File: src/logic/irq_pkg.sv
// Shared flag layout, display constants and register port types for the interrupt subsystem
package irq_pkg;

    localparam int unsigned irq_count = 14;

    // Display timing targets
    localparam logic [8:0] hblank_start_x    = 9'd240;
    localparam logic [7:0] vblank_start_line = 8'd160;

    localparam logic [4:0] cpsr_mode_irq = 5'b10010; // CPU mode bits while servicing an IRQ

    // Position of each source in the flag, enable and pending words
    typedef enum logic [3:0] {
        irq_hblank   = 4'd0,
        irq_vblank   = 4'd1,
        irq_vcount   = 4'd2,
        irq_timer0   = 4'd3,
        irq_timer1   = 4'd4,
        irq_timer2   = 4'd5,
        irq_timer3   = 4'd6,
        irq_serial   = 4'd7,
        irq_dma0     = 4'd8,
        irq_dma1     = 4'd9,
        irq_dma2     = 4'd10,
        irq_dma3     = 4'd11,
        irq_keypad   = 4'd12,
        irq_game_pak = 4'd13
    } irq_bit_e;

    typedef logic [irq_count-1:0] irq_mask_t;

    typedef struct packed {
        logic [8:0] hcount;     // Dot within the line
        logic [7:0] vcount;     // Current line
        logic [7:0] set_vcount; // Line-compare target
    } display_pos_t;

    // Level-free request pulses from the peripherals
    typedef struct packed {
        logic [3:0] timer;
        logic       serial;
        logic [3:0] dma;
        logic       keypad;
        logic       game_pak;
    } periph_irq_t;

    typedef enum logic [1:0] {
        reg_ie  = 2'd0, // Enable mask
        reg_if  = 2'd1, // Request flags, write one to clear
        reg_ime = 2'd2  // Master enable
    } irq_reg_e;

    typedef struct packed {
        irq_reg_e    sel;
        logic        write;
        logic [15:0] wdata;
    } reg_req_t;

endpackage
File: src/logic/irq_subsystem.sv
// Top level of the interrupt subsystem, joining event detection, flag capture and register port
`timescale 1ns/1ps

module irq_subsystem (
    input  logic                  clock,
    input  logic                  reset,
    input  irq_pkg::display_pos_t display_pos,
    input  irq_pkg::periph_irq_t  periph,
    input  logic [4:0]            cpu_mode,
    input  irq_pkg::reg_req_t     req,
    input  logic                  req_valid,
    input  logic                  rsp_ready,
    output logic                  nirq,
    output logic                  req_ready,
    output logic [15:0]           rsp_data,
    output logic                  rsp_valid
);

    irq_pkg::irq_mask_t events;  // Display pulses, bits 2:0
    irq_pkg::irq_mask_t ie;
    irq_pkg::irq_mask_t ack;
    irq_pkg::irq_mask_t pending;
    logic               ime;

    display_event_detect display_event_detect_i (
        .clock       (clock),
        .reset       (reset),
        .display_pos (display_pos),
        .events      (events)
    );

    irq_controller irq_controller_i (
        .clock    (clock),
        .reset    (reset),
        .events   (events),
        .periph   (periph),
        .ie       (ie),
        .ime      (ime),
        .ack      (ack),
        .cpu_mode (cpu_mode),
        .pending  (pending),
        .nirq     (nirq)
    );

    irq_reg_port irq_reg_port_i (
        .clock     (clock),
        .reset     (reset),
        .req       (req),
        .req_valid (req_valid),
        .rsp_ready (rsp_ready),
        .pending   (pending),
        .req_ready (req_ready),
        .rsp_data  (rsp_data),
        .rsp_valid (rsp_valid),
        .ie        (ie),
        .ime       (ime),
        .ack       (ack)
    );

endmodule

File: src/logic/irq_reg_port.sv
// Valid/ready register port for the enable, flag and master-enable registers
`timescale 1ns/1ps

module irq_reg_port (
    input  logic               clock,
    input  logic               reset,
    input  irq_pkg::reg_req_t  req,
    input  logic               req_valid,
    input  logic               rsp_ready,
    input  irq_pkg::irq_mask_t pending,
    output logic               req_ready,
    output logic [15:0]        rsp_data,
    output logic               rsp_valid,
    output irq_pkg::irq_mask_t ie,
    output logic               ime,
    output irq_pkg::irq_mask_t ack
);

    localparam int unsigned pad_width = 16 - irq_pkg::irq_count;

    logic        accept;
    logic        wr_accept;
    logic [15:0] read_data;

    // One response slot, a new request waits until the slot is empty
    assign req_ready = ~rsp_valid;
    assign accept    = req_valid & req_ready;
    assign wr_accept = accept & req.write;

    always_comb begin
        case (req.sel)
            irq_pkg::reg_ie:  read_data = {{pad_width{1'b0}}, ie};
            irq_pkg::reg_if:  read_data = {{pad_width{1'b0}}, pending}; // Upper bits read zero
            irq_pkg::reg_ime: read_data = {15'd0, ime};
            default:          read_data = 16'd0;
        endcase
    end

    // Register state and the acknowledge pulse
    always_ff @(posedge clock or posedge reset) begin
        if (reset) begin
            ie  <= '0;
            ime <= 1'b0;
            ack <= '0;
        end else begin
            ack <= '0; // Pulse lasts one cycle
            if (wr_accept) begin
                case (req.sel)
                    irq_pkg::reg_ie:  ie  <= req.wdata[irq_pkg::irq_count-1:0];
                    irq_pkg::reg_if:  ack <= req.wdata[irq_pkg::irq_count-1:0];
                    irq_pkg::reg_ime: ime <= req.wdata[0];
                    default: ;
                endcase
            end
        end
    end

    always_ff @(posedge clock or posedge reset) begin
        if (reset) begin
            rsp_valid <= 1'b0;
        end else if (accept) begin
            rsp_valid <= 1'b1;
        end else if (rsp_ready) begin
            rsp_valid <= 1'b0;
        end
    end

    // A write answers with the register contents seen before the write
    always_ff @(posedge clock) begin
        if (accept) begin
            rsp_data <= read_data;
        end
    end

    rsp_data_stable: assert property (
        @(posedge clock) disable iff (reset)
        (rsp_valid && !rsp_ready) |=> (rsp_valid && $stable(rsp_data))
    ) else $error("rsp_data changed while stalled");

    // Transfers are spaced by the response handshake
    ack_one_cycle: assert property (
        @(posedge clock) disable iff (reset)
        (ack != '0) |=> (ack == '0)
    ) else $error("ack high on consecutive cycles");

endmodule

File: src/logic/irq_controller.sv
// Sticky interrupt request flags and the registered active-low IRQ line to the CPU
`timescale 1ns/1ps

module irq_controller (
    input  logic                 clock,
    input  logic                 reset,
    input  irq_pkg::irq_mask_t   events,
    input  irq_pkg::periph_irq_t periph,
    input  irq_pkg::irq_mask_t   ie,
    input  logic                 ime,
    input  irq_pkg::irq_mask_t   ack,
    input  logic [4:0]           cpu_mode,
    output irq_pkg::irq_mask_t   pending,
    output logic                 nirq
);

    irq_pkg::irq_mask_t periph_vec; // Peripheral lines in flag order
    irq_pkg::irq_mask_t set_vec;
    irq_pkg::irq_mask_t flags;
    logic               take_irq;

    always_comb begin
        periph_vec = '0;
        periph_vec[irq_pkg::irq_timer0 +: 4] = periph.timer;
        periph_vec[irq_pkg::irq_serial]      = periph.serial;
        periph_vec[irq_pkg::irq_dma0 +: 4]   = periph.dma;
        periph_vec[irq_pkg::irq_keypad]      = periph.keypad;
        periph_vec[irq_pkg::irq_game_pak]    = periph.game_pak;
    end

    assign set_vec = events | periph_vec;

    // Acknowledge takes priority over a request arriving on the same edge
    always_ff @(posedge clock or posedge reset) begin
        if (reset) begin
            flags <= '0;
        end else begin
            flags <= (flags | set_vec) & ~ack;
        end
    end

    assign pending = ie & flags; // Disabled sources are hidden from the CPU

    // No nesting while the CPU already runs its IRQ handler
    assign take_irq = (|pending) & ime & (cpu_mode != irq_pkg::cpsr_mode_irq);

    always_ff @(posedge clock or posedge reset) begin
        if (reset) begin
            nirq <= 1'b1;
        end else begin
            nirq <= ~take_irq;
        end
    end

    // A flag written to clear is gone on the next cycle, even if its source fired again
    ack_clears_flag: assert property (
        @(posedge clock) disable iff (reset)
        (ack != '0) |=> ((flags & $past(ack)) == '0)
    ) else $error("acknowledged flag still set");

    // IRQ mode masks the line one edge later
    irq_mode_masks: assert property (
        @(posedge clock) disable iff (reset)
        (cpu_mode == irq_pkg::cpsr_mode_irq) |=> nirq
    ) else $error("nirq asserted while CPU in IRQ mode");

endmodule

File: src/logic/display_event_detect.sv
// Edge detector that turns display timing conditions into one-cycle interrupt events
`timescale 1ns/1ps

module display_event_detect (
    input  logic                  clock,
    input  logic                  reset,
    input  irq_pkg::display_pos_t display_pos,
    output irq_pkg::irq_mask_t    events
);

    logic [2:0] cond;      // Hblank, vblank, vcount match
    logic [2:0] cond_prev;

    always_comb begin
        cond[0] = (display_pos.hcount == irq_pkg::hblank_start_x);
        cond[1] = (display_pos.vcount == irq_pkg::vblank_start_line);
        cond[2] = (display_pos.vcount == display_pos.set_vcount);
    end

    always_ff @(posedge clock or posedge reset) begin
        if (reset) begin
            cond_prev <= '0;
        end else begin
            cond_prev <= cond;
        end
    end

    // Only the first cycle of each condition raises an event
    always_comb begin
        events = '0; // Peripheral positions stay zero here
        events[irq_pkg::irq_hblank] = cond[0] & ~cond_prev[0];
        events[irq_pkg::irq_vblank] = cond[1] & ~cond_prev[1];
        events[irq_pkg::irq_vcount] = cond[2] & ~cond_prev[2];
    end

    // A held condition must not retrigger on the following cycle
    event_single_cycle: assert property (
        @(posedge clock) disable iff (reset)
        (events != '0) |=> ((events & $past(events)) == '0)
    ) else $error("display event pulse lasted more than one cycle");

endmodule

File: config.mk
export PLATFORM = sky130hd
export DESIGN_NAME = irq_subsystem
export DESIGN_NICKNAME = d
export VERILOG_FILES = /design/src/logic/irq_pkg.sv /design/src/logic/irq_subsystem.sv /design/src/logic/irq_reg_port.sv /design/src/logic/irq_controller.sv /design/src/logic/display_event_detect.sv
export SDC_FILE = /design/constraint.sdc
export NUM_CORES = 1
export LEC_CHECK = 0
export ABC_AREA = 1
export BUFFER_PORTS_ARGS = -buffer_cell sky130_fd_sc_hd__buf_4
export CAP_MARGIN = 15
export CORE_MARGIN = 2
export CORE_UTILIZATION = 40
export CTS_CLUSTER_DIAMETER = 80
export DETAILED_ROUTE_END_ITERATION = 16
export PLACE_DENSITY = 0.65
export SYNTH_ARGS = -nofsm -noshare
export SYNTH_HDL_FRONTEND = slang
export SYNTH_SLANG_ARGS = --single-unit
File: constraint.sdc
create_clock -name clock -period 1.73 [get_ports clock]
set_input_delay 0.519 -clock clock [delete_from_list [all_inputs] [get_ports clock]]
set_output_delay 0.519 -clock clock [all_outputs]
set_load 0.02 [all_outputs]
==> run_results.csv, run 1 <==
group,metric,value,unit
clock_network,post_cts_buffers,0,
clock_network,cts_tree,"built",
critical_path,setup.worst_path.start,"irq_controller_i.nirq$_DFF_PP1_",
route,avgRoutedWirePerCell,11.6,µm
critical_path,path_cells,"buf_4",
floorplan,die_area,7270,µm²
timing,hold_slack,0.152,ns
timing,hold_viol,0,
layout,layout_common_cells,"buf_4, nand2_1, dfrtp_1, nor2_1, inv_1",
timing,tns,0,ns
critical_path,crit_path_end_kind,"output pin",
floorplan,io_pins,83,
synthesis,netlist_area,2640,µm²
route,post_drt_via_cell_ratio,4.59,
timing,finalClockSkew,0.00507,ns
critical_path,critPathTopFamily,"flip-flops",
critical_path,worst-r2r-setup-slack,0.39,ns
timing,layout_min_cycle_time,1.51,ns
critical_path,start_kind,"register",
global_routing,grt_pass1_vias,1969,
route,drt_iter0_markers,89,
worst_hold_path,hp-class,"input pin to async pin",
clock_network,cts_root_buf,"clkbuf_8",
status,status,"complete, no violations",
critical_path,crit_fanout,1,
critical_path,critPathBufInv,1,
synthesis,syn_inst,277,
global_routing,grt_first_pass_wirelength,8.69,mm
floorplan,row_count,29,
global_routing,grt_max_degree,29,
layout,area_delta_synth_final,31.8,%
power,ir_drop,0.558,mV
synthesis,synth_cell_type_count,30,
timing,fmax,663,MHz
route,drc,0,
timing,setup_slack,0.221,ns
clock_network,htree_levels,3,
floorplan,fp.dieH,85.3,µm
floorplan,fp.dieW,85.3,µm
layout,fin_nets,427,
power,leakage,1.70,nW
clock_network,numCtsBuffers,9,
route,first_pass_iters,4,
clock_network,clk_latency,0.33,ns
place,gp_congestion,0.734,
global_routing,grt_usage,0.154,
critical_path,cp_slowest_stage_delay,0.53,ns
clock_network,numClockSinks,62,
layout,drive_gt1_frac,0.308,
clock_network,clockBufferDepth,2,
clock_network,holdBufCountCts,0,
timing,setup_viol,0,
layout,diodes,0,
synthesis,yosysSeqAreaShare,0.614,
timing,finalMaxSlewViolations,0,
clock_network,path_clk_slew,0.06,ns
critical_path,regToRegEndpoint,"irq_reg_port_i.ie[1]$_DFFE_PP0P_",
power,pwr_density_cell,1030,nW/µm²
route,num_vias,2039,
critical_path,required,1.21,ns
synthesis,yosysWarnings,0,
route,ant_nets,0,
layout,final_common_cell,"buf_4",
place,pre_cts_slack,0.175,ns
global_routing,grt-ovfl-total,0,
place,place_hpwl,4.00,mm
clock_network,cts_resized,0,
critical_path,r2r_start,"irq_reg_port_i.rsp_valid$_DFFE_PP0P_",
critical_path,reg2regPathDepth,6,
critical_path,cp.arrival,0.99,ns
place,postPlaceCellArea,3300,µm²
flow_run,max_cap_viol_count,0,
synthesis,synth-seq-cells,62,
floorplan,start_util,0.414,
floorplan,fp.coreArea,6390,µm²
route,drt_wl_total,5.13,mm
layout,design_area,3480,µm²
place,numPortBuffers,78,
timing,final.period_utilization,0.872,
synthesis,syn_avg_cell_area,9.54,µm²
critical_path,slowest_stage,"dfstp_2",
critical_path,critical_path_class,"register to output pin",
global_routing,antenna_found_initial,0,
timing,rsz0062_at_grt,"no",
registers in the layout, summed over array words and instances, names as in the netlist:
register and count:
display_event_detect_i.cond_prev 3, irq_controller_i.flags 14, irq_controller_i.nirq 1, irq_reg_port_i.ack 14
irq_reg_port_i.ie 14, irq_reg_port_i.ime 1, irq_reg_port_i.rsp_data 14, irq_reg_port_i.rsp_valid 1
metal layers:
layer / GRT usage / routed length [µm] / vias to the layer above
met5: 0 / 0 / -
met4: 0.0880 / 141 / 0
met3: 0.0321 / 225 / 12
met2: 0.237 / 2480 / 59
met1: 0.201 / 2290 / 920
li1: - / - / 1048
how the worst max path moves through the flow:
stage                                                          endpoint  slack [ns]  cells past startpoint
after global placement                 irq_reg_port_i.ie[5]$_DFFE_PP0P_        0.22                      5
after global routing                  irq_reg_port_i.ie[10]$_DFFE_PP0P_        0.19                      6
final                                                              nirq        0.22                      1
after detailed placement               irq_reg_port_i.ie[1]$_DFFE_PP0P_        0.17                      5
after CTS                                                          nirq        0.21                      1
after floorplan           display_event_detect_i.cond_prev[0]$_DFF_PP0_        0.07                      1
final cells by class:
type,count,area [µm²]
Clock buffer,9,124
Multi-Input combinational cell,168,800
Tap cell,77,96.3
Clock inverter,6,53.8
Inverter,38,143
Timing Repair Buffer,84,643
Sequential cell,62,1620
Fill cell,597,2900
synth_stat cells, drive strengths merged:
cell | n | area, µm²
edfxtp | 14 | 420
nand2 | 56 | 213
dfstp | 1 | 26.3
inv | 38 | 143
nand4 | 3 | 18.8
and2 | 1 | 6.26
a21oi | 3 | 15.0
clkbuf | 2 | 7.51
o21ai | 29 | 145
and3 | 1 | 6.26
nor3 | 16 | 130
dfrtp | 47 | 1180
xnor2 | 3 | 26.3
nand3 | 5 | 25.0
nor4 | 2 | 12.5
o211ai | 1 | 7.51
conb | 1 | 3.75
o31ai | 1 | 7.51
a41oi | 1 | 8.76
or2 | 1 | 6.26
nor2 | 43 | 164
buf | 8 | 73.8
cell families after synthesis:
group | synth area share
DFF | 0.614
buffers and inverters | 0.0847
AOI/OAI and AO/OA | 0.0696
xor gates and xnor gates | 0.00994
other | 0.00142
and+or+nand+nor | 0.220
through the flow:
stage               total power, mW  instances   util
floorplan                      2.18        278      -
global placement               2.43        429  0.517
detailed placement             2.45        429  0.517
CTS                            3.62        444  0.545
global route                   3.77        444  0.545
finish                         3.57        444  0.545
report_power, final:
group	switching (mW)	internal [mW]	total, mW
Sequential	0.104	1.69	1.79
Combinational	0.341	0.285	0.626
Clock	0.514	0.641	1.15
(Power assumes the default switching activity.)
==> run 2: changes to the inputs <==
--- a/config.mk
+++ b/config.mk
@@ -5,7 +5,6 @@
 export SDC_FILE = /design/constraint.sdc
 export NUM_CORES = 1
 export LEC_CHECK = 0
-export ABC_AREA = 1
 export BUFFER_PORTS_ARGS = -buffer_cell sky130_fd_sc_hd__buf_4
 export CAP_MARGIN = 15
 export CORE_MARGIN = 2
==> run 2 against run 1 <==
Compared with the run above: clock skew down 0.00090 ns; area after synthesis fell by 5.9%; core utilization is 2.8 points higher; clock power rose by 17%; combinational power is 5.3% lower; worst hold slack improved by 0.063 ns; critical path depth is 1 higher; first-iteration DRC count is 2.2% lower; global-route usage is 1.0 points higher; sequential cell count unchanged.
==> run_results.csv, run 2 <==
group,metric,value,unit
status,status,"complete, no violations",
global_routing,globalRouteMet3Util,0.0765,
timing,finalClockSkew,0.00417,ns
clock_network,cts_tree,"built",
route,avgRoutedWirePerCell,14.8,µm
critical_path,cp.arrival,0.98,ns
global_routing,grt_max_degree,49,
global_routing,antenna_found_initial,0,
synthesis,synth_top_area_frac,0.473,
synthesis,synthArstFlopShare,0.774,
synthesis,synth-seq-cells,62,
floorplan,io_pins,83,
power,pwr_density_cell,1100,nW/µm²
route,num_vias,1726,
floorplan,fp.dieW,82.9,µm
route,drc,0,
synthesis,synth-edff-count,14,
critical_path,regToRegEndpoint,"irq_reg_port_i.ie[10]$_DFFE_PP0P_",
place,place_hpwl,3.72,mm
layout,diodes,0,
route,ant_nets,0,
place,postPlaceCellArea,3200,µm²
floorplan,start_util,0.418,
timing,hold_viol,0,
global_routing,grt_pass1_vias,1728,
timing,setup_viol,0,
timing,fmax,668,MHz
global_routing,met1_usage,0.218,
critical_path,required,1.21,ns
critical_path,critical_path_class,"register to output pin",
clock_network,holdBufCountCts,0,
global_routing,met2_usage,0.240,
clock_network,cts_resized,0,
global_routing,top_usage_layer,"met2",
clock_network,path_clk_slew,0.07,ns
synthesis,netlist_area,2490,µm²
global_routing,grt-ovfl-total,0,
power,total_power,3.75,mW
layout,drive_gt1_frac,0.434,
timing,final.period_utilization,0.866,
timing,rsz0062_at_grt,"no",
clock_network,numClockSinks,62,
synthesis,synth_common_cells,"dfrtp_1, nor2_1, mux2_2",
critical_path,crit_fanout,3,
synthesis,synth_area_leader_cell,"dfrtp_1",
critical_path,start_kind,"register",
global_routing,grt_first_pass_wirelength,8.71,mm
critical_path,r2r_start,"irq_reg_port_i.rsp_valid$_DFFE_PP0P_",
layout,final_common_cell,"buf_4",
global_routing,grt_usage,0.164,
floorplan,die_area,6860,µm²
clock_network,clk_latency,0.34,ns
layout,final_util,0.574,
clock_network,clockBufferDepth,2,
clock_network,numCtsBuffers,9,
synthesis,yosysSeqAreaShare,0.652,
layout,design_area,3420,µm²
clock_network,htree_levels,3,
route,drt_wl_total,5.23,mm
route,drt_iter0_markers,87,
synthesis,synthFlopType,"dfrtp_1",
synthesis,yosysWarnings,0,
synthesis,syn_inst,184,
timing,tns,0,ns
layout,area_delta_synth_final,37.3,%
timing,finalMaxSlewViolations,0,
critical_path,worst-r2r-setup-slack,0.29,ns
floorplan,row_count,28,
worst_hold_path,hp-class,"input pin to async pin",
critical_path,setup.worst_path.start,"irq_reg_port_i.rsp_valid$_DFFE_PP0P_",
route,first_pass_iters,4,
synthesis,yosysMostFrequentCell,"dfrtp_1",
power,leakage,1.61,nW
critical_path,reg2regPathDepth,5,
synthesis,syn_avg_cell_area,13.5,µm²
synthesis,synth_cell_type_count,34,
place,numPortBuffers,78,
timing,layout_min_cycle_time,1.50,ns
power,ir_drop,0.622,mV
synthesis,synthTopCellsByArea,"dfrtp_1, edfxtp_1, mux2_2",
clock_network,post_cts_buffers,0,
timing,maxSlewHeadroom,0.634,
layout,layout_common_cells,"buf_4, dfrtp_1, nor2_1, mux2_2",
layout,fin_nets,338,
floorplan,fp.coreArea,5960,µm²
flow_run,max_cap_viol_count,0,
route,post_drt_via_cell_ratio,4.88,
critical_path,crit_path_end_kind,"output pin",
floorplan,fp.dieH,82.9,µm
clock_network,cts_root_buf,"clkbuf_8",
place,gp_congestion,0.750,
timing,worst_pin_slew,0.549,ns
[run 2: cell count changes after synthesis, moves of 3 or more]
cell     previous run  this run
xnor2_1             3         8
inv_1              37         6
o21ai_0            25         2
mux2_2              0        15
o21ai_1             4         0
nor2_1             42        27
nand2_1            55         1
a22oi_1             0         5
o211a_1             0        13
and2_1              1        14
nor3_1              6         3
nor3_2             10         1
[run 2: area by class of cell]
| cell class | instances | area [µm²] |
|---|---|---|
| Inverter | 6 | 22.5 |
| Tap cell | 75 | 93.8 |
| Clock inverter | 7 | 88.8 |
| Fill cell | 531 | 2540 |
| Multi-Input combinational cell | 111 | 808 |
| Timing Repair Buffer | 84 | 656 |
| Clock buffer | 9 | 124 |
| Sequential cell | 62 | 1620 |
[run 2: metal layers]
layer / vias to the layer above / part of all wire / wire (µm)
li1: 826 / - / -
met1: 831 / 0.44 / 2290
met2: 62 / 0.47 / 2480
met3: 7 / 0.073 / 383
met4: 0 / 0.014 / 72
met5: - / 0 / 0
[run 2: metrics by stage]
| step | hold slack, ns | instances | setup slack (ns) |
|---|---|---|---|
| 6_report | 0.215 | 354 | 0.232 |
| 5_1_grt | 0.239 | 354 | 0.155 |
| 4_1_cts | 0.218 | 354 | 0.209 |
| 3_5_place_dp | 0.382 | 338 | 0.0699 |
| 3_3_place_gp | 0.379 | 338 | 0.0790 |
| 2_1_floorplan | 0.375 | 185 | -0.0666 |
[run 2: critical path: stages (launching register included)]
cell	delay (ns)
dfrtp_1	0.42
inv_1	0.09
buf_4	0.14
[run 2: how the worst max path moves through the flow]
| stage | end | slack, ns | cells after the start |
|---|---|---|---|
| 2_1_floorplan | irq_reg_port_i.ie[10]$_DFFE_PP0P_ | -0.07 | 5 |
| 3_3_place_gp | irq_reg_port_i.ack[3]$_DFF_PP0_ | 0.08 | 5 |
| 3_5_place_dp | irq_reg_port_i.ack[13]$_DFF_PP0_ | 0.07 | 5 |
| 4_1_cts | req_ready | 0.21 | 2 |
| 5_1_grt | req_ready | 0.16 | 2 |
| 6_report | req_ready | 0.23 | 2 |
[run 2: cells by family after synthesis]
kind of cell	synth area share
other	0.00151
buffers and inverters	0.0241
AOI/OAI and AO/OA	0.0885
and+or+nand+nor	0.137
DFF	0.652
xor gates and xnor gates	0.0282
muxes	0.0679
[run 2: report_power, final]
group,switching (mW),internal [mW],leakage [nW]
logic,0.258,0.335,0.793
registers,0.118,1.70,0.716
clock network,0.544,0.799,0.103
